### src/include/axi_fifo_bridge_config.svh
`ifndef AXI_FIFO_BRIDGE_CONFIG_SVH
`define AXI_FIFO_BRIDGE_CONFIG_SVH

// one memory word per transfer
`define BRIDGE_DATA_W 64

// byte address on both sides
`define BRIDGE_ADDR_W 32

// AXI transaction ID
`define BRIDGE_ID_W 4

// one strobe bit per data byte
`define BRIDGE_MASK_W (`BRIDGE_DATA_W / 8)

// width of axlen and of the beat counters
`define BRIDGE_BEAT_CNT_W 8

`endif

### src/logic/axi_proto_pkg.sv
`default_nettype none

`include "axi_fifo_bridge_config.svh"

package axi_proto_pkg;

  // burst kinds handled by the bridge, WRAP is not supported
  typedef enum logic [1:0] {
    e_burst_fixed = 2'b00,
    e_burst_incr  = 2'b01
  } axi_burst_e;

  // response code, the bridge always answers OKAY
  typedef enum logic [1:0] {
    e_resp_okay = 2'b00
  } axi_resp_e;

  // log2 of the bytes in one beat
  typedef logic [2:0] axi_size_t;

  // number of beats minus one
  typedef logic [`BRIDGE_BEAT_CNT_W-1:0] axi_len_t;

endpackage

`default_nettype wire

### src/logic/mem_fifo_pkg.sv
`default_nettype none

`include "axi_fifo_bridge_config.svh"

package mem_fifo_pkg;

  typedef enum logic {
    e_mem_read  = 1'b0,
    e_mem_write = 1'b1
  } mem_cmd_e;

  // one response per request, write responses carry no useful data
  typedef struct packed {
    mem_cmd_e                  cmd;
    logic [`BRIDGE_DATA_W-1:0] data;
  } mem_rsp_t;

  // a W beat waiting for its request slot
  typedef struct packed {
    logic [`BRIDGE_MASK_W-1:0] mask;
    logic [`BRIDGE_DATA_W-1:0] data;
  } wbeat_t;

endpackage

`default_nettype wire

### src/logic/axi_burst_pump.sv
`default_nettype none

`include "axi_fifo_bridge_config.svh"

module axi_burst_pump (
  input  logic                      clk_i
  , input  logic                      reset_i
  , input  logic                      v_i
  , output logic                      ready_o
  , input  logic [`BRIDGE_ADDR_W-1:0] addr_i
  , input  axi_proto_pkg::axi_burst_e burst_i
  , input  axi_proto_pkg::axi_len_t   len_i
  , input  axi_proto_pkg::axi_size_t  size_i
  , input  logic                      send_i
  , output logic                      v_o
  , output logic [`BRIDGE_ADDR_W-1:0] addr_o
  , output axi_proto_pkg::axi_size_t  size_o
  , output axi_proto_pkg::axi_len_t   len_o
  , output logic                      first_o
  , output logic                      last_o
);

  import axi_proto_pkg::*;

  logic                      busy_r;
  logic [`BRIDGE_ADDR_W-1:0] addr_r;
  logic [`BRIDGE_ADDR_W-1:0] beat_bytes;
  axi_burst_e                burst_r;
  axi_len_t                  len_r;
  axi_len_t                  remain_r;
  axi_size_t                 size_r;
  logic                      accept;

  assign accept  = v_i & ~busy_r;
  assign ready_o = ~busy_r;

  assign v_o     = busy_r;
  assign addr_o  = addr_r;
  assign size_o  = size_r;
  assign len_o   = len_r;
  // remain_r counts down from len to zero over the burst
  assign first_o = (remain_r == len_r);
  assign last_o  = (remain_r == '0);

  assign beat_bytes = {{(`BRIDGE_ADDR_W-1){1'b0}}, 1'b1} << size_r;

  always_ff @(posedge clk_i) begin
    if (reset_i) begin
      busy_r <= 1'b0;
    end else if (accept) begin
      busy_r <= 1'b1;
    end else if (send_i & last_o) begin
      busy_r <= 1'b0;
    end
  end

  always_ff @(posedge clk_i) begin
    if (accept) begin
      addr_r   <= addr_i;
      burst_r  <= burst_i;
      len_r    <= len_i;
      size_r   <= size_i;
      remain_r <= len_i;
    end else if (send_i & ~last_o) begin
      remain_r <= remain_r - 1'b1;
      // FIXED bursts keep hitting the same address
      if (burst_r == e_burst_incr) begin
        addr_r <= addr_r + beat_bytes;
      end
    end
  end

endmodule

`default_nettype wire

### src/logic/axi_fifo_bridge.sv
`default_nettype none

`include "axi_fifo_bridge_config.svh"

module axi_fifo_bridge (
  input  logic                        clk_i
  , input  logic                        reset_i
  // AW
  , input  logic [`BRIDGE_ID_W-1:0]     s_axi_awid_i
  , input  logic [`BRIDGE_ADDR_W-1:0]   s_axi_awaddr_i
  , input  axi_proto_pkg::axi_len_t     s_axi_awlen_i
  , input  axi_proto_pkg::axi_size_t    s_axi_awsize_i
  , input  axi_proto_pkg::axi_burst_e   s_axi_awburst_i
  , input  logic                        s_axi_awvalid_i
  , output logic                        s_axi_awready_o
  // W
  , input  logic [`BRIDGE_DATA_W-1:0]   s_axi_wdata_i
  , input  logic [`BRIDGE_MASK_W-1:0]   s_axi_wstrb_i
  , input  logic                        s_axi_wlast_i
  , input  logic                        s_axi_wvalid_i
  , output logic                        s_axi_wready_o
  // B
  , output logic [`BRIDGE_ID_W-1:0]     s_axi_bid_o
  , output axi_proto_pkg::axi_resp_e    s_axi_bresp_o
  , output logic                        s_axi_bvalid_o
  , input  logic                        s_axi_bready_i
  // AR
  , input  logic [`BRIDGE_ID_W-1:0]     s_axi_arid_i
  , input  logic [`BRIDGE_ADDR_W-1:0]   s_axi_araddr_i
  , input  axi_proto_pkg::axi_len_t     s_axi_arlen_i
  , input  axi_proto_pkg::axi_size_t    s_axi_arsize_i
  , input  axi_proto_pkg::axi_burst_e   s_axi_arburst_i
  , input  logic                        s_axi_arvalid_i
  , output logic                        s_axi_arready_o
  // R
  , output logic [`BRIDGE_ID_W-1:0]     s_axi_rid_o
  , output logic [`BRIDGE_DATA_W-1:0]   s_axi_rdata_o
  , output axi_proto_pkg::axi_resp_e    s_axi_rresp_o
  , output logic                        s_axi_rlast_o
  , output logic                        s_axi_rvalid_o
  , input  logic                        s_axi_rready_i
  // memory requests
  , output logic                        mem_v_o
  , output mem_fifo_pkg::mem_cmd_e      mem_cmd_o
  , output logic [`BRIDGE_ADDR_W-1:0]   mem_addr_o
  , output axi_proto_pkg::axi_size_t    mem_size_o
  , output logic [`BRIDGE_MASK_W-1:0]   mem_wmask_o
  , output logic [`BRIDGE_DATA_W-1:0]   mem_data_o
  , input  logic                        mem_ready_i
  // memory responses
  , input  logic                        mem_rsp_v_i
  , input  mem_fifo_pkg::mem_cmd_e      mem_rsp_cmd_i
  , input  logic [`BRIDGE_DATA_W-1:0]   mem_rsp_data_i
  , output logic                        mem_rsp_ready_o
);

  import axi_proto_pkg::*;
  import mem_fifo_pkg::*;

  logic                      awpump_ready, awpump_v, awpump_first, awpump_last, aw_send;
  logic [`BRIDGE_ADDR_W-1:0] awpump_addr;
  axi_size_t                 awpump_size;
  axi_len_t                  awpump_len;
  logic                      awid_ready, awid_v;
  logic [`BRIDGE_ID_W-1:0]   awid;

  logic                      arpump_ready, arpump_v, arpump_first, arpump_last, ar_send;
  logic [`BRIDGE_ADDR_W-1:0] arpump_addr;
  axi_size_t                 arpump_size;
  axi_len_t                  arpump_len;
  logic                      arid_ready, arid_v;
  logic [`BRIDGE_ID_W-1:0]   arid;

  wbeat_t                    wbeat;
  logic                      wbeat_v;
  mem_rsp_t                  rsp;
  logic                      rsp_v, rsp_yumi, rsp_is_write;
  logic                      cnt_load, cnt_zero;
  axi_len_t                  cnt_val;
  logic                      bsend, rsend, txn_done;

  // a command is taken only when both its pump and its ID slot have room
  assign s_axi_awready_o = awpump_ready & awid_ready;
  assign s_axi_arready_o = arpump_ready & arid_ready;

  axi_burst_pump aw_pump (
    .clk_i(clk_i), .reset_i(reset_i)
    , .v_i(s_axi_awvalid_i & awid_ready), .ready_o(awpump_ready)
    , .addr_i(s_axi_awaddr_i), .burst_i(s_axi_awburst_i)
    , .len_i(s_axi_awlen_i), .size_i(s_axi_awsize_i)
    , .send_i(aw_send), .v_o(awpump_v), .addr_o(awpump_addr)
    , .size_o(awpump_size), .len_o(awpump_len)
    , .first_o(awpump_first), .last_o(awpump_last)
  );

  axi_burst_pump ar_pump (
    .clk_i(clk_i), .reset_i(reset_i)
    , .v_i(s_axi_arvalid_i & arid_ready), .ready_o(arpump_ready)
    , .addr_i(s_axi_araddr_i), .burst_i(s_axi_arburst_i)
    , .len_i(s_axi_arlen_i), .size_i(s_axi_arsize_i)
    , .send_i(ar_send), .v_o(arpump_v), .addr_o(arpump_addr)
    , .size_o(arpump_size), .len_o(arpump_len)
    , .first_o(arpump_first), .last_o(arpump_last)
  );

  // IDs leave on the final B or R of their transaction
  two_entry_fifo #(.payload_t(logic [`BRIDGE_ID_W-1:0])) awid_fifo (
    .clk_i(clk_i), .reset_i(reset_i)
    , .data_i(s_axi_awid_i), .v_i(s_axi_awvalid_i & awpump_ready), .ready_o(awid_ready)
    , .data_o(awid), .v_o(awid_v), .yumi_i(bsend)
  );

  two_entry_fifo #(.payload_t(logic [`BRIDGE_ID_W-1:0])) arid_fifo (
    .clk_i(clk_i), .reset_i(reset_i)
    , .data_i(s_axi_arid_i), .v_i(s_axi_arvalid_i & arpump_ready), .ready_o(arid_ready)
    , .data_o(arid), .v_o(arid_v), .yumi_i(rsend & cnt_zero)
  );

  // beat boundaries come from awlen in the pump, so wlast is not looked at
  two_entry_fifo #(.payload_t(wbeat_t)) w_fifo (
    .clk_i(clk_i), .reset_i(reset_i)
    , .data_i('{mask: s_axi_wstrb_i, data: s_axi_wdata_i})
    , .v_i(s_axi_wvalid_i), .ready_o(s_axi_wready_o)
    , .data_o(wbeat), .v_o(wbeat_v), .yumi_i(aw_send)
  );

  assign mem_wmask_o = wbeat.mask;
  assign mem_data_o  = wbeat.data;

  two_entry_fifo #(.payload_t(mem_rsp_t)) rsp_fifo (
    .clk_i(clk_i), .reset_i(reset_i)
    , .data_i('{cmd: mem_rsp_cmd_i, data: mem_rsp_data_i})
    , .v_i(mem_rsp_v_i), .ready_o(mem_rsp_ready_o)
    , .data_o(rsp), .v_o(rsp_v), .yumi_i(rsp_yumi)
  );

  fifo_issue_fsm issue_fsm (
    .clk_i(clk_i), .reset_i(reset_i)
    , .ar_v_i(arpump_v), .ar_first_i(arpump_first), .ar_last_i(arpump_last)
    , .ar_addr_i(arpump_addr), .ar_size_i(arpump_size), .ar_len_i(arpump_len)
    , .aw_v_i(awpump_v), .aw_first_i(awpump_first), .aw_last_i(awpump_last)
    , .aw_addr_i(awpump_addr), .aw_size_i(awpump_size), .aw_len_i(awpump_len)
    , .wbeat_v_i(wbeat_v), .mem_ready_i(mem_ready_i), .txn_done_i(txn_done)
    , .mem_v_o(mem_v_o), .mem_cmd_o(mem_cmd_o)
    , .mem_addr_o(mem_addr_o), .mem_size_o(mem_size_o)
    , .ar_send_o(ar_send), .aw_send_o(aw_send)
    , .cnt_load_o(cnt_load), .cnt_val_o(cnt_val)
  );

  beat_counter rsp_counter (
    .clk_i(clk_i), .reset_i(reset_i)
    , .load_i(cnt_load), .load_val_i(cnt_val)
    , .step_i(rsp_yumi & ~cnt_zero), .zero_o(cnt_zero)
  );

  assign rsp_is_write = (rsp.cmd == e_mem_write);

  // only the last write response turns into a B beat
  assign s_axi_bvalid_o = rsp_v & rsp_is_write & cnt_zero & awid_v;
  assign s_axi_bid_o    = awid;
  assign s_axi_bresp_o  = e_resp_okay;
  assign bsend          = s_axi_bvalid_o & s_axi_bready_i;

  // every read response is an R beat
  assign s_axi_rvalid_o = rsp_v & ~rsp_is_write & arid_v;
  assign s_axi_rid_o    = arid;
  assign s_axi_rdata_o  = rsp.data;
  assign s_axi_rresp_o  = e_resp_okay;
  assign s_axi_rlast_o  = cnt_zero;
  assign rsend          = s_axi_rvalid_o & s_axi_rready_i;

  // earlier write responses are dropped without waiting on bready
  assign rsp_yumi = rsend | bsend | (rsp_v & rsp_is_write & ~cnt_zero);
  assign txn_done = bsend | (rsend & cnt_zero);

endmodule

`default_nettype wire

### src/logic/beat_counter.sv
`default_nettype none

module beat_counter (
  input  logic                    clk_i
  , input  logic                    reset_i
  , input  logic                    load_i
  , input  axi_proto_pkg::axi_len_t load_val_i
  , input  logic                    step_i
  , output logic                    zero_o
);

  import axi_proto_pkg::*;

  axi_len_t count_r;

  // zero means the response in front is the final one of the transaction
  assign zero_o = (count_r == '0);

  always_ff @(posedge clk_i) begin
    if (reset_i) begin
      count_r <= '0;
    end else if (load_i) begin
      count_r <= load_val_i;
    end else if (step_i & ~zero_o) begin
      count_r <= count_r - 1'b1;
    end
  end

endmodule

`default_nettype wire

### src/logic/fifo_issue_fsm.sv
`default_nettype none

`include "axi_fifo_bridge_config.svh"

module fifo_issue_fsm (
  input  logic                      clk_i
  , input  logic                      reset_i
  , input  logic                      ar_v_i
  , input  logic                      ar_first_i
  , input  logic                      ar_last_i
  , input  logic [`BRIDGE_ADDR_W-1:0] ar_addr_i
  , input  axi_proto_pkg::axi_size_t  ar_size_i
  , input  axi_proto_pkg::axi_len_t   ar_len_i
  , input  logic                      aw_v_i
  , input  logic                      aw_first_i
  , input  logic                      aw_last_i
  , input  logic [`BRIDGE_ADDR_W-1:0] aw_addr_i
  , input  axi_proto_pkg::axi_size_t  aw_size_i
  , input  axi_proto_pkg::axi_len_t   aw_len_i
  , input  logic                      wbeat_v_i
  , input  logic                      mem_ready_i
  , input  logic                      txn_done_i
  , output logic                      mem_v_o
  , output mem_fifo_pkg::mem_cmd_e    mem_cmd_o
  , output logic [`BRIDGE_ADDR_W-1:0] mem_addr_o
  , output axi_proto_pkg::axi_size_t  mem_size_o
  , output logic                      ar_send_o
  , output logic                      aw_send_o
  , output logic                      cnt_load_o
  , output axi_proto_pkg::axi_len_t   cnt_val_o
);

  import mem_fifo_pkg::*;

  typedef enum logic [1:0] {
    e_idle,
    e_write_burst,
    e_read_burst,
    e_wait
  } state_e;

  state_e state_r;
  state_e state_n;
  logic   pick_read;
  logic   write_ready;

  assign write_ready = aw_v_i & wbeat_v_i;

  // reads win in IDLE, a burst in progress keeps its direction
  always_comb begin
    case (state_r)
      e_idle:       pick_read = ar_v_i;
      e_read_burst: pick_read = 1'b1;
      default:      pick_read = 1'b0;
    endcase
  end

  assign mem_cmd_o  = pick_read ? e_mem_read : e_mem_write;
  assign mem_addr_o = pick_read ? ar_addr_i : aw_addr_i;
  assign mem_size_o = pick_read ? ar_size_i : aw_size_i;
  assign mem_v_o    = (state_r != e_wait) & (pick_read ? ar_v_i : write_ready);

  assign ar_send_o  = mem_v_o & mem_ready_i & pick_read;
  assign aw_send_o  = mem_v_o & mem_ready_i & ~pick_read;

  // counter takes the length of whichever pump sent its first beat
  assign cnt_load_o = (ar_send_o & ar_first_i) | (aw_send_o & aw_first_i);
  assign cnt_val_o  = pick_read ? ar_len_i : aw_len_i;

  always_comb begin
    state_n = state_r;
    case (state_r)
      // once a request is offered, stay on it until the burst is sent
      e_idle: begin
        if (ar_v_i) begin
          state_n = (ar_send_o & ar_last_i) ? e_wait : e_read_burst;
        end else if (write_ready) begin
          state_n = (aw_send_o & aw_last_i) ? e_wait : e_write_burst;
        end
      end
      e_write_burst: begin
        if (aw_send_o & aw_last_i) begin
          state_n = e_wait;
        end
      end
      e_read_burst: begin
        if (ar_send_o & ar_last_i) begin
          state_n = e_wait;
        end
      end
      e_wait: begin
        if (txn_done_i) begin
          state_n = e_idle;
        end
      end
      default: state_n = e_idle;
    endcase
  end

  always_ff @(posedge clk_i) begin
    if (reset_i) begin
      state_r <= e_idle;
    end else begin
      state_r <= state_n;
    end
  end

endmodule

`default_nettype wire

### src/logic/two_entry_fifo.sv
`default_nettype none

module two_entry_fifo #(
  parameter type payload_t = logic
) (
  input  logic     clk_i
  , input  logic     reset_i
  , input  payload_t data_i
  , input  logic     v_i
  , output logic     ready_o
  , output payload_t data_o
  , output logic     v_o
  , input  logic     yumi_i
);

  payload_t mem_r [2];
  logic     wr_ptr_r;
  logic     rd_ptr_r;
  logic     full_r;
  logic     empty;
  logic     enq;

  // equal pointers mean either full or empty, full_r tells them apart
  assign empty   = (wr_ptr_r == rd_ptr_r) & ~full_r;
  assign ready_o = ~full_r;
  assign v_o     = ~empty;
  assign data_o  = mem_r[rd_ptr_r];
  assign enq     = v_i & ~full_r;

  always_ff @(posedge clk_i) begin
    if (reset_i) begin
      wr_ptr_r <= 1'b0;
      rd_ptr_r <= 1'b0;
      full_r   <= 1'b0;
    end else begin
      if (enq) begin
        wr_ptr_r <= ~wr_ptr_r;
      end
      if (yumi_i) begin
        rd_ptr_r <= ~rd_ptr_r;
      end
      // fills when a push lands on the second slot
      if (enq & ~yumi_i) begin
        full_r <= (wr_ptr_r != rd_ptr_r);
      end else if (yumi_i & ~enq) begin
        full_r <= 1'b0;
      end
    end
  end

  always_ff @(posedge clk_i) begin
    if (enq) begin
      mem_r[wr_ptr_r] <= data_i;
    end
  end

endmodule

`default_nettype wire

### config.mk
export PLATFORM = sky130hd
export DESIGN_NAME = axi_fifo_bridge
export DESIGN_NICKNAME = d
export VERILOG_FILES = /design/src/logic/axi_proto_pkg.sv /design/src/logic/mem_fifo_pkg.sv /design/src/logic/axi_burst_pump.sv /design/src/logic/axi_fifo_bridge.sv /design/src/logic/beat_counter.sv /design/src/logic/fifo_issue_fsm.sv /design/src/logic/two_entry_fifo.sv
export VERILOG_INCLUDE_DIRS = /design/src /design/src/include
export SDC_FILE = /design/constraint.sdc
export NUM_CORES = 1
export LEC_CHECK = 0
export BUFFER_PORTS_ARGS = -buffer_cell sky130_fd_sc_hd__buf_2
export CAP_MARGIN = 0
export CORE_ASPECT_RATIO = 0.9
export CORE_UTILIZATION = 49
export DETAILED_ROUTE_END_ITERATION = 16
export PLACE_DENSITY = 0.77
export SLEW_MARGIN = 20
export SYNTH_ARGS = -nofsm -noshare
export SYNTH_HDL_FRONTEND = slang
export SYNTH_SLANG_ARGS = --single-unit
### constraint.sdc
create_clock -name clk_i -period 4.4 [get_ports clk_i]
set_input_delay 0.66 -clock clk_i [delete_from_list [all_inputs] [get_ports clk_i]]
set_output_delay 0.66 -clock clk_i [all_outputs]
set_load 0.02 [all_outputs]
== Word level (Yosys, flattened, before mapping) ==
Memory sizes are Yosys's and may differ from the RTL's. A register that Yosys moved wholly into a read port is not among the register bits.
Index checks and enable logic that the tools add are counted.
Operators by class
  add/sub/neg operators: 5
  equal/unequal tests: 20
  shifts and indexed selects: 2
  muxes and demuxes: 54
  bitwise gates (word level): 81
  reduce and logical (&&, ||, !) cells: 18
Operators with widths (number)
  $mux W32: 7
  $add A32 B32 Y32: 2
  $shl A1 B3 Y32 const A: 2
  $mux W8: 7
  $and A1 B1 Y1: 46
  $mux W1: 31
  $not A1 Y1: 31
  $logic_not A8 Y1: 3
  $sub A8 B1 Y8 const B: 3
  $reduce_bool A2 Y1: 11
  $eq A8 B8 Y1: 2
  $mux W2: 6
  $pmux W2 S4: 1
  $eq A2 B1 Y1 const B: 3
  $ne A2 B2 Y1 const B: 3
  $eq A1 B1 Y1: 4
  $eq A2 B2 Y1 const B: 2
  $ne A1 B1 Y1: 4
  $or A1 B1 Y1: 4
  $reduce_and A2 Y1: 2
  $reduce_and A4 Y1: 1
  $mux W3: 1
  $ne A3 B2 Y1 const B: 1
  $logic_not A2 Y1: 1
  2 further kinds: 2
Storage, ports and cells
  register bits: 130
  RAM bits: 290
  input port bits: 245
  logic and storage cells: 210
  memories: 4
Memory list
  w_fifo.mem_r: depth 2, bits a word 72, read ports 1, clocked after memory_dff 1, wr ports 1, line two_entry_fifo.sv:16  | payload_t mem_r [2];
  rsp_fifo.mem_r: depth 2, bits a word 65, read ports 1, clocked after memory_dff 1, wr ports 1, line two_entry_fifo.sv:16
  arid_fifo.mem_r: depth 2, bits a word 4, read ports 1, clocked after memory_dff 1, wr ports 1, line two_entry_fifo.sv:16
  awid_fifo.mem_r: depth 2, bits a word 4, read ports 1, clocked after memory_dff 1, wr ports 1, line two_entry_fifo.sv:16

== Logic depth before layout (Yosys ltp) ==
Gate-level depths: netlist of the first run.
  word-level depth: 13
  depth in mapped cells: 12
  mapped depth without buffers: 12

== Cells and area by module ==
Synthesis of the first run repeated with hierarchy kept, for this count alone.
Second synthesis, totals
  cell total of the unflattened synthesis: 1408
  area total of the unflattened synthesis: 19628.8 µm²
By module, submodules not included
  two_entry_fifo at w_fifo: times used 1, cells each 242, area an instance 5713.0 µm², seq. area each 4404.2 µm²
  two_entry_fifo at rsp_fifo: times used 1, cells each 220, area an instance 5059.9 µm², seq. area each 3983.8 µm²
  axi_burst_pump at ar_pump: times used 1, cells each 312, area an instance 3223.1 µm², seq. area each 1611.5 µm²
  axi_burst_pump at aw_pump: times used 1, cells each 313, area an instance 3214.3 µm², seq. area each 1611.5 µm²
  two_entry_fifo at arid_fifo ...: times used 2, cells each 30, area an instance 450.4 µm², seq. area each 320.3 µm²
  fifo_issue_fsm: times used 1, cells each 177, area an instance 820.8 µm², seq. area each 40.0 µm²
  beat_counter: times used 1, cells each 59, area an instance 515.5 µm², seq. area each 160.2 µm²
  axi_fifo_bridge: times used 1, cells each 25, area an instance 181.4 µm², seq. area each 0.0 µm²

== Worst setup path after synthesis of the first run ==
OpenSTA, ideal clock, no wires.
  path type: input to register
  from: input port s_axi_wvalid_i
  to: memory w_fifo.mem_r[0][0] (netlist bit) (enable)
  library setup time: 0.511 ns
  arrival time: 4.126 ns
  required time: 3.889 ns
  slack: -0.237 ns
  cell stages on the path: 2
  cell sequence: nor2b_1 -> nor2b_1
Between the ends
  word-level cells in the longest chain between the ends: 3
Ends and longest elaborated chain
  start, declared: line axi_fifo_bridge.sv:20  | , input logic s_axi_wvalid_i
  $and A1 B1 Y1: line two_entry_fifo.sv:28  | assign enq = v_i & ~full_r;
  $mux W1: line two_entry_fifo.sv:52  | if (enq) begin
  $mux W1 (implied by the code): line two_entry_fifo.sv:53  | mem_r[wr_ptr_r] <= data_i;
  end, declared: line two_entry_fifo.sv:16
No other way between the ends.

== Worst setup path in the final report of the first run ==
  from: register issue_fsm.state_r[0]
  to: output port mem_addr_o[10]
Between the ends
  word-level cells in the longest chain between the ends: 3
  elaborated cells on any way between the ends: 4
  those cells by class: eq/ne (1); mux (2); reduce/logical (1)
Ends and longest elaborated chain
  start, declared: line fifo_issue_fsm.sv:42  | state_e state_r;
  start signal, assigned: line fifo_issue_fsm.sv:102  | state_r <= e_idle;
  start signal, assigned: line fifo_issue_fsm.sv:104  | state_r <= state_n;
  $eq A2 B2 Y1 or $logic_not A2 Y1 (tied branches): line fifo_issue_fsm.sv:51  | case (state_r)
  $pmux W1 S2 (*): line fifo_issue_fsm.sv:51
  $mux W32 (*): line fifo_issue_fsm.sv:59  | assign mem_addr_o = pick_read ? ar_addr_i : aw_addr_i;
  end, declared: line axi_fifo_bridge.sv:45  | , output logic [`BRIDGE_ADDR_W-1:0] mem_addr_o
Mark *: on every way between the ends. The rest lies on a longest branch, timed or not.

==> summary.txt, run 1 <==
Timing
  – Crit path time final: 3380 ps
  – Aggregate negative setup slack: 0 ps
  – Final hold vios: 0
  – Final setup viols: 0
  – Final period utilization: 76.9%
  – Slew @ Worst Pin: 984 ps
  – Minimum hold slack: 266 ps
  – Worst clock skew: 24.3 ps
  – Relative slew margins: 34.4%
  – Max-slew violation count: 0
  – Fmax: 295 MHz
  – RSZ-0062 raised after global routing: false

Finish
  – Layout cells sized above 1: around two fifths
  – Area growth syn-to-layout: 22.4%
  – Layout Nets: 2023
  – Non-filler instance count after layout: about 2300
  – Commonest cells after routing, fill and taps aside: 431 x buf_2, 396 x edfxtp_1, 179 x mux2_2
  – Design area: 22800 um2
  – Commonest non-fill, non-tap cell in the layout: buf_2

Clock tree
  – H-tree levels: 2
  – CTS Hold Bufs: 0
  – Reg clk slew, reported paths: 60 ps
  – CTS Buffer Depth: 3
  – Setup Buffers After CTS: 0
  – PostCTS Resize Cnt: 0
  – Root Buffer: clkbuf_16
  – Skew-Pair Late Insertion Delay: 570 ps
  – TritonCTS clock tree: done
  – Clock buffer count from CTS: 45
  – Sink Count: 424

Place
  – Placed cell count: between 2000 and 2500
  – Hpwl dp: roughly 32000 um
  – RD Place Congestion: 0.915
  – IO Port Bufs: 431
  – Placement-stage cell area: 21400 um2

Global routing
  – Grt ovf: 0
  – GR peak layer: met2
  – First-pass GRT wire length: around 69000 um
  – Global Route Usage Sum: 22.9%
  – Routing usage on met3: roughly 6.4%
  – Number of global-route vias before repair: 12300
  – M2 GR Usage: between 30% and 40%
  – Met1 usage: 28.3%
  – Initial antenna violation count: 15
  – Pin count of the biggest net entering global routing: 73

Floorplanning
  – Die Width: 208 um
  – Io pins: ~440
  – CORE AREA: 37300 um2
  – Die Ht: 187 um
  – Initial core utilization: 49.9%
  – Row count: 67
  – Total die area: between 30000 and 40000 um2

Worst setup path
  – Worst path cell trace: inv_1 > ha_1 > a21oi_4 > buf_4 > mux2_2 > buf_2
  – Crit path max-delay family: buffers and inverters
  – Crit path DAT: approximately 2700 ps
  – Crit Path Class: register to output pin
  – Critical path capture point type: output pin
  – Worst setup SP type: register
  – Highest cell delay on the worst timing path: 560 ps
  – Critical path peak fanout: about 50
  – Slowest stage cell, crit path: buf_4
  – Worst path required time: 3740 ps
  – CP Buf/Inv Count: 3

Route
  – Vias per std cell: 5.40
  – Routed wire per std cell: 19.8 um
  – DR DRC count: 0
  – Vias: 12300
  – WL final: between 40000 and 50000 um
  – Drt first pass iters: 7
  – Iter 0 DRT Violations: 868
  – DRT antenna net count: 0

Hold path
  – Hold/Removal Path Class: primary input to register

Power and ir drop
  – Peak supply drop: 265 uV
  – Clock power share: 32.9%
  – P_int: 7.91 mW
  – Power Density: roughly 490 nW/um2
  – Net Sw Power: between 3 and 4 mW
  – Total Power: roughly 11 mW
  – Flop pwr share: 46.4%
  – Logic pwr share: 20.7%
  – Static Leak: 8.73 nW
  – Switching share of power: between 20% and 30%

Synth
  – Asr flop ratio synth: 0%
  – Mapped cell area: 18600 um2
  – Cells after synthesis: between 1000 and 1500
  – Post-synth EDFFs: 396
  – Synth Area per Inst: 14.4 um2
  – Unique masters post-synth: 62
  – Seq/Total Area, Yosys: 66.9%
  – Yosys reg bits: 424
  – Synth warn: 0
  – Dominant synthesized flop cell: edfxtp_1

Outcome
  – Status: complete, no violations

Flow run
  – Max-cap viol count: 0
## flip-flops by register name, summed over array words and instances, names as in the netlist, 32 cells and up, named ones only
register and flops:
w_fifo.mem_r 144, rsp_fifo.mem_r 130, ar_pump.addr_o 32, aw_pump.addr_o 32
## logic make-up (layout without fill, tap and decap cells)
group	after synthesis	after routing	synth area share, %
flip-flops	424	424	66.9
AND/OR/NAND/NOR	310	310	7.95
multiplexers	188	188	11.3
AO/OA/AOI/OAI	159	159	5.15
XOR/XNOR	102	102	4.80
buffers and inverters	82	564	1.77
adder cells (fa/ha/maj)	31	31	2.16
other	1	12	0.0201
## layout make-up
cell class / instances / area [um2]
timing repair buffer: 447 / 2280
inverter: 35 / 131
clock buffer: 68 / 1290
clock inverter: 14 / 126
multi-input combinational: 794 / 5890
sequential: 424 / 12500
antenna: 8 / 20.0
tap: 483 / 604
fill: 2810 / 14500
## final timing paths
kind / start / to / slack (ps) / depth (start not counted)
hold reg to reg: awid_fifo.full_r / awid_fifo.full_r / 550 / 2
setup reg to reg: aw_pump.size_o[1] / aw_pump.addr_o[18] / 1160 / 9
setup / recovery: issue_fsm.state_r[0] / mem_addr_o[10] / 1020 / 6
hold / removal: s_axi_awsize_i[1] / aw_pump.size_o[1] / 270 / 1
## routing by layer
metal,wire length [um],part of all wire (%),vias up
li1,-,-,5758
met1,17800,40,5958
met2,22500,50,474
met3,3680,8.2,71
met4,937,2.1,10
met5,69,0.15,-
## cells in the mapped netlist, types with 6 or more instances
| cell type | instances | share of area [%] |
|---|---|---|
| edfxtp_1 | 396 | 64 |
| mux2_2 | 179 | 11 |
| nand2_1 | 101 | 2.0 |
| nor2_1 | 81 | 1.6 |
| o21ai_0 | 75 | 2.0 |
| xnor2_1 | 72 | 3.4 |
| clkbuf_1 | 39 | 0.79 |
| inv_1 | 34 | 0.69 |
| nor3_1 | 32 | 0.86 |
| xor2_1 | 30 | 1.4 |
| ha_1 | 29 | 1.9 |
| dfxtp_1 | 28 | 3.0 |
| a21oi_1 | 27 | 0.73 |
| nand3_1 | 15 | 0.40 |
| a211oi_1 | 14 | 0.56 |
| nor4_1 | 11 | 0.37 |
| and3_1 | 10 | 0.34 |
| mux2i_1 | 9 | 0.48 |
| nor2b_1 | 8 | 0.27 |
| nor3b_1 | 8 | 0.32 |
| or2_2 | 6 | 0.20 |
| or3_1 | 6 | 0.20 |
| or4_1 | 6 | 0.24 |
## through the flow
step | worst slack [ps] | util, %
3_5_place_dp | 1260 | 57.2
5_1_grt | 886 | 61.1
2_1_floorplan | 77.8 | -
3_3_place_gp | 1330 | 57.2
6_report | 1020 | 61.1
4_1_cts | 963 | 61.1
## power groups by stage
stage                     registers (mW)  clock network, mW  logic, mW
after floorplan                     5.16                  0       1.55
after global placement              5.18                  0       2.24
after detailed placement            5.21                  0       2.28
after CTS                           5.13               3.71       2.30
after global routing                5.17               3.87       2.47
final                               5.13               3.64       2.29
(Power assumes the default switching activity.)
==> run 2: changes to the inputs <==
Clock period 4.4 ns to 3.06 ns, I/O delays scaled along.
==> summary.txt, run 2 (synthesis gave the netlist of run 1 again) <==
Place
  – Placed cell count: about 2200
  – IO Port Bufs: about 430
  – Hpwl dp: 33000 um
  – RD Place Congestion: 0.930

Timing
  – Aggregate negative setup slack: 0 ps
  – RSZ-0062 raised after global routing: false
  – Final period utilization: between 90% and 100%
  – Fmax: 343 MHz
  – Final setup viols: 0
  – Crit path time final: 2920 ps
  – Worst clock skew: 14.5 ps
  – Max-slew violation count: 0
  – Final hold vios: 0
  – Relative slew margins: 42.9%
  – Slew @ Worst Pin: around 860 ps

Route
  – Iter 0 DRT Violations: between 1000 and 1500
  – WL final: 46400 um
  – Vias per std cell: approximately 5.4
  – Drt first pass iters: 5
  – Routed wire per std cell: approximately 20 um
  – Vias: 12400
  – DRT antenna net count: 0
  – DR DRC count: 0

Worst setup path
  – Crit Path Class: register to output pin
  – Worst path cell trace: inv_1 > ha_1 > a21oi_4 > buf_12 > mux2_2 > buf_2
  – Highest cell delay on the worst timing path: just over 400 ps
  – Critical path peak fanout: between 50 and 60
  – Slowest stage cell, crit path: mux2_2
  – Crit path DAT: 2460 ps
  – Worst setup SP type: register
  – Critical path capture point type: output pin
  – Worst path required time: 2600 ps

Global routing
  – Number of global-route vias before repair: 12200
  – Pin count of the biggest net entering global routing: 69
  – Initial antenna violation count: 8
  – Global Route Usage Sum: 23.6%
  – Grt ovf: 0
  – First-pass GRT wire length: just over 70000 um

Power and ir drop
  – Static Leak: 8.86 nW
  – Power Density: approximately 700 nW/um2
  – Net Sw Power: 4.61 mW
  – Switching share of power: about 28%
  – Clock power share: 33.7%
  – Logic pwr share: 20.8%
  – P_int: 11.6 mW
  – Flop pwr share: 45.5%
  – Peak supply drop: 389 uV

Clock tree
  – CTS Buffer Depth: 3
  – Skew-Pair Late Insertion Delay: just under 600 ps
  – Root Buffer: clkbuf_16
  – TritonCTS clock tree: done
  – Reg clk slew, reported paths: 60 ps
  – Sink Count: between 400 and 500
  – Setup Buffers After CTS: 0
  – H-tree levels: 2
  – CTS Hold Bufs: 0
  – Clock buffer count from CTS: 45

Flow run
  – Max-cap viol count: 0

Outcome
  – Status: complete, no violations

Finish
  – Commonest cells after routing, fill and taps aside: 431 x buf_2, 396 x edfxtp_1, 179 x mux2_2
  – Most flops, register: w_fifo.mem_r
  – Area growth syn-to-layout: 23.9%
  – Commonest non-fill, non-tap cell in the layout: buf_2
  – Layout Nets: 2037
  – Layout cells sized above 1: just over 40%
  – Max FFs per register: 144
  – Post-layout util: 61.9%
  – Biggest regs: w_fifo.mem_r: 144 flops, rsp_fifo.mem_r: 130 flops
  – Non-filler instance count after layout: around 2300

Floorplanning
  – Die Width: 208 um
  – Initial core utilization: around 50%
  – CORE AREA: approximately 37000 um2
  – Io pins: 437
  – Die Ht: approximately 190 um
  – Row count: 67
  – Total die area: 38800 um2

Hold path
  – Hold/Removal Path Class: primary input to register
-- run 2: repair_timing --
action	CTS	global route
setup endpoints to repair	33	43
gates resized for setup	1	5
pin swaps	0	0
-- run 2: layout make-up --
class | instances | area, um2
well taps | 483 | 604
clock buffers | 53 | 1190
clock inverters | 30 | 298
fillers | 2810 | 14200
inverters | 35 | 131
multi-input cells | 794 | 5910
repair buffers | 461 | 2480
diodes | 5 | 12.5
flip-flops and latches | 424 | 12500
-- run 2: worst paths after layout --
path | start | to | slack (ps) | depth (start not counted)
setup / recovery | issue_fsm.state_r[0] | mem_addr_o[12] | 140 | 6
setup reg to reg | aw_pump.size_o[1] | aw_pump.addr_o[31] | 220 | 9
hold reg to reg | awid_fifo.rd_ptr_r | register | 550 | 2
hold / removal | s_axi_wstrb_i[1] | w_fifo.mem_r[1][65] | 70 | 1
-- run 2: per-stage QoR --
step / total power, mW / setup slack (ps) / cell area, um2 / hold WS [ps]
CTS: 16.3 / 1.60 / 23100 / 25.7
finish: 16.2 / 142 / 23100 / 69.5
global placement: 10.7 / 220 / 21600 / 522
global route: 16.9 / 23.5 / 23100 / 31.9
floorplan: 9.64 / 112 / 18700 / 478
detailed placement: 10.8 / 205 / 21600 / 535
-- run 2: power groups by stage --
stage / clock, mW / combinational, mW / sequential (mW)
2_1_floorplan: 0 / 2.24 / 7.40
3_3_place_gp: 0 / 3.28 / 7.46
3_5_place_dp: 0 / 3.35 / 7.50
4_1_cts: 5.59 / 3.38 / 7.38
5_1_grt: 5.83 / 3.64 / 7.44
6_report: 5.47 / 3.38 / 7.38
-- run 2: worst max-delay path, delay by kind of cell (launching register included) --
kind                     cells  cell delay [ps]
buffers and inverters        3              540
multiplexers                 1              410
flip-flops                   1              370
adder cells (fa/ha/maj)      1              280
AO/OA/AOI/OAI                1              210
-- run 2: metal layers --
metal  GRT usage, %  vias to the layer above  wire length [um]
li1               -                     5789                 -
met3           6.82                       77              4060
met4           6.95                        4              1030
met2           39.5                      502             22800
met1           29.7                     6043             18500
met5              0                        -                23
==> run 3: changes to the inputs <==
Settings changed: CORE_UTILIZATION 49 to 45, PLACE_DENSITY 0.77 to 0.71, REMOVE_ABC_BUFFERS set to 1.
==> summary.txt, run 3 (synthesis gave the netlist of run 1 again) <==
Route
  – DRT antenna net count: 0
  – Drt first pass iters: 5
  – Iter 0 DRT Violations: 881
  – Vias per std cell: 5.21
  – WL final: 45500 um
  – DR DRC count: 0
  – Routed wire per std cell: roughly 20 um
  – Vias: 12200

Worst setup path
  – Crit Path Class: register to output pin
  – Crit path DAT: 2460 ps
  – Critical path peak fanout: 43
  – Worst setup SP type: register
  – Critical path capture point type: output pin
  – Worst path required time: 2600 ps

Place
  – Hpwl dp: 32800 um
  – IO Port Bufs: roughly 430
  – RD Place Congestion: 0.866

Finish
  – Biggest regs: w_fifo.mem_r: 144 flops, rsp_fifo.mem_r: 130 flops
  – # fillers: between 3000 and 4000
  – Area growth syn-to-layout: 23.8%
  – Commonest cells after routing, fill and taps aside: 431 x buf_2, 396 x edfxtp_1, 179 x mux2_2
  – Layout Nets: 2034
  – Most flops, register: w_fifo.mem_r
  – Layout cells sized above 1: 40.3%
  – Commonest non-fill, non-tap cell in the layout: buf_2
  – Max FFs per register: 144

Timing
  – Relative slew margins: between 40% and 50%
  – Final period utilization: 95.4%
  – Max-slew violation count: 0
  – Final hold vios: 0
  – RSZ-0062 raised after global routing: false
  – Fmax: 342 MHz
  – Crit path time final: approximately 2900 ps
  – Slew @ Worst Pin: 858 ps
  – Aggregate negative setup slack: 0 ps
  – Final setup viols: 0
  – Worst clock skew: around 15 ps

Flow run
  – Max-cap viol count: 0

Clock tree
  – Sink Count: 424
  – CTS Hold Bufs: 0
  – TritonCTS clock tree: done
  – Root Buffer: clkbuf_16
  – CTS Buffer Depth: 3
  – Reg clk slew, reported paths: 60 ps
  – Skew-Pair Late Insertion Delay: 570 ps
  – Clock buffer count from CTS: 44
  – H-tree levels: 2

Power and ir drop
  – Peak supply drop: 468 uV
  – Total Power: 15.9 mW
  – Static Leak: approximately 9 nW
  – Power Density: slightly below 700 nW/um2

Global routing
  – Grt ovf: 0
  – Global Route Usage Sum: 21.1%
  – Number of global-route vias before repair: about 12000
  – Initial antenna violation count: 9
  – Pin count of the biggest net entering global routing: 66
  – First-pass GRT wire length: 68400 um

Outcome
  – Status: complete, no violations

Floorplanning
  – CORE AREA: 40700 um2
  – Die Ht: 195 um
  – Total die area: approximately 42000 um2
  – Io pins: 437
  – Initial core utilization: 45.7%
  – Die Width: 216 um
  – Row count: 70

Hold path
  – Hold/Removal Path Class: primary input to register
[run 3: changes by cell type in the layout (fill, tap and decap cells not counted), sizes merged]
cell / previous run / this run
clkinv: 24 / 20
buf: 461 / 458
clkbuf: 53 / 57
diode: 5 / 4
bufinv: 5 / 3
inv: 34 / 35
[run 3: per-layer routing]
metal	vias up	global-route usage, %	part of all wire [%]
met2	447	34.6	48
li1	5763	-	-
met4	10	5.79	1.7
met5	-	0	0.17
met1	5890	28.0	42
met3	65	5.26	7.8
[run 3: power breakdown]
part           total [mW]  switching, mW  leakage, nW  internal, mW
sequential           7.38          0.321         3.97          7.06
combinational        3.34           2.00         4.17          1.34
clock                5.18           2.22        0.668          2.96
total                15.9           4.53         8.80          11.4
[run 3: repair_timing]
item	4_1_cts	5_1_grt
setup endpoints to repair	30	14
resized for setup	1	5
pin swaps	0	0
setup buffers	0	0
[run 3: per-stage QoR]
step	hold WS, ps	cell area, um2	util [%]	setup WS [ps]	cells
floorplan	478	18400	-	-2810	1253
global placement	520	21600	53.1	228	2252
detailed placement	540	21600	53.1	193	2252
CTS	31.9	23000	56.5	84.1	2333
global route	40.7	23100	56.6	14.7	2337
finish	71.4	23100	56.6	140	2337
[run 3: area by class of cell]
| cell class | instances | area, um2 | share of cell area, % |
|---|---|---|---|
| diodes | 4 | 10.0 | 0.0434 |
| clock buffers | 56 | 1170 | 5.06 |
| clock inverters | 25 | 225 | 0.977 |
| inverters | 35 | 131 | 0.570 |
| multi-input cells | 794 | 5920 | 25.7 |
| flip-flops and latches | 424 | 12500 | 54.0 |
| well taps | 540 | 676 | 2.93 |
| repair buffers | 459 | 2460 | 10.7 |
[run 3: worst paths after layout]
kind	start	endpoint	slack (ps)	depth (start not counted)
worst max-delay path	issue_fsm.state_r[0]	mem_addr_o[31]	140	6
worst min register to register	awid_fifo.full_r	awid_fifo.full_r	540	2
worst max register to register	ar_pump.size_o[1]	ar_pump.addr_o[15]	170	9
worst min-delay path	s_axi_arsize_i[0]	ar_pump.size_o[0]	70	1
[run 3: critical path, cell delays in order (launching register included)]
cell	delay (ps)
dfxtp_1	370
inv_1	110
ha_1	280
a21oi_4	160
clkbuf_8	360
mux2_2	410
buf_2	160
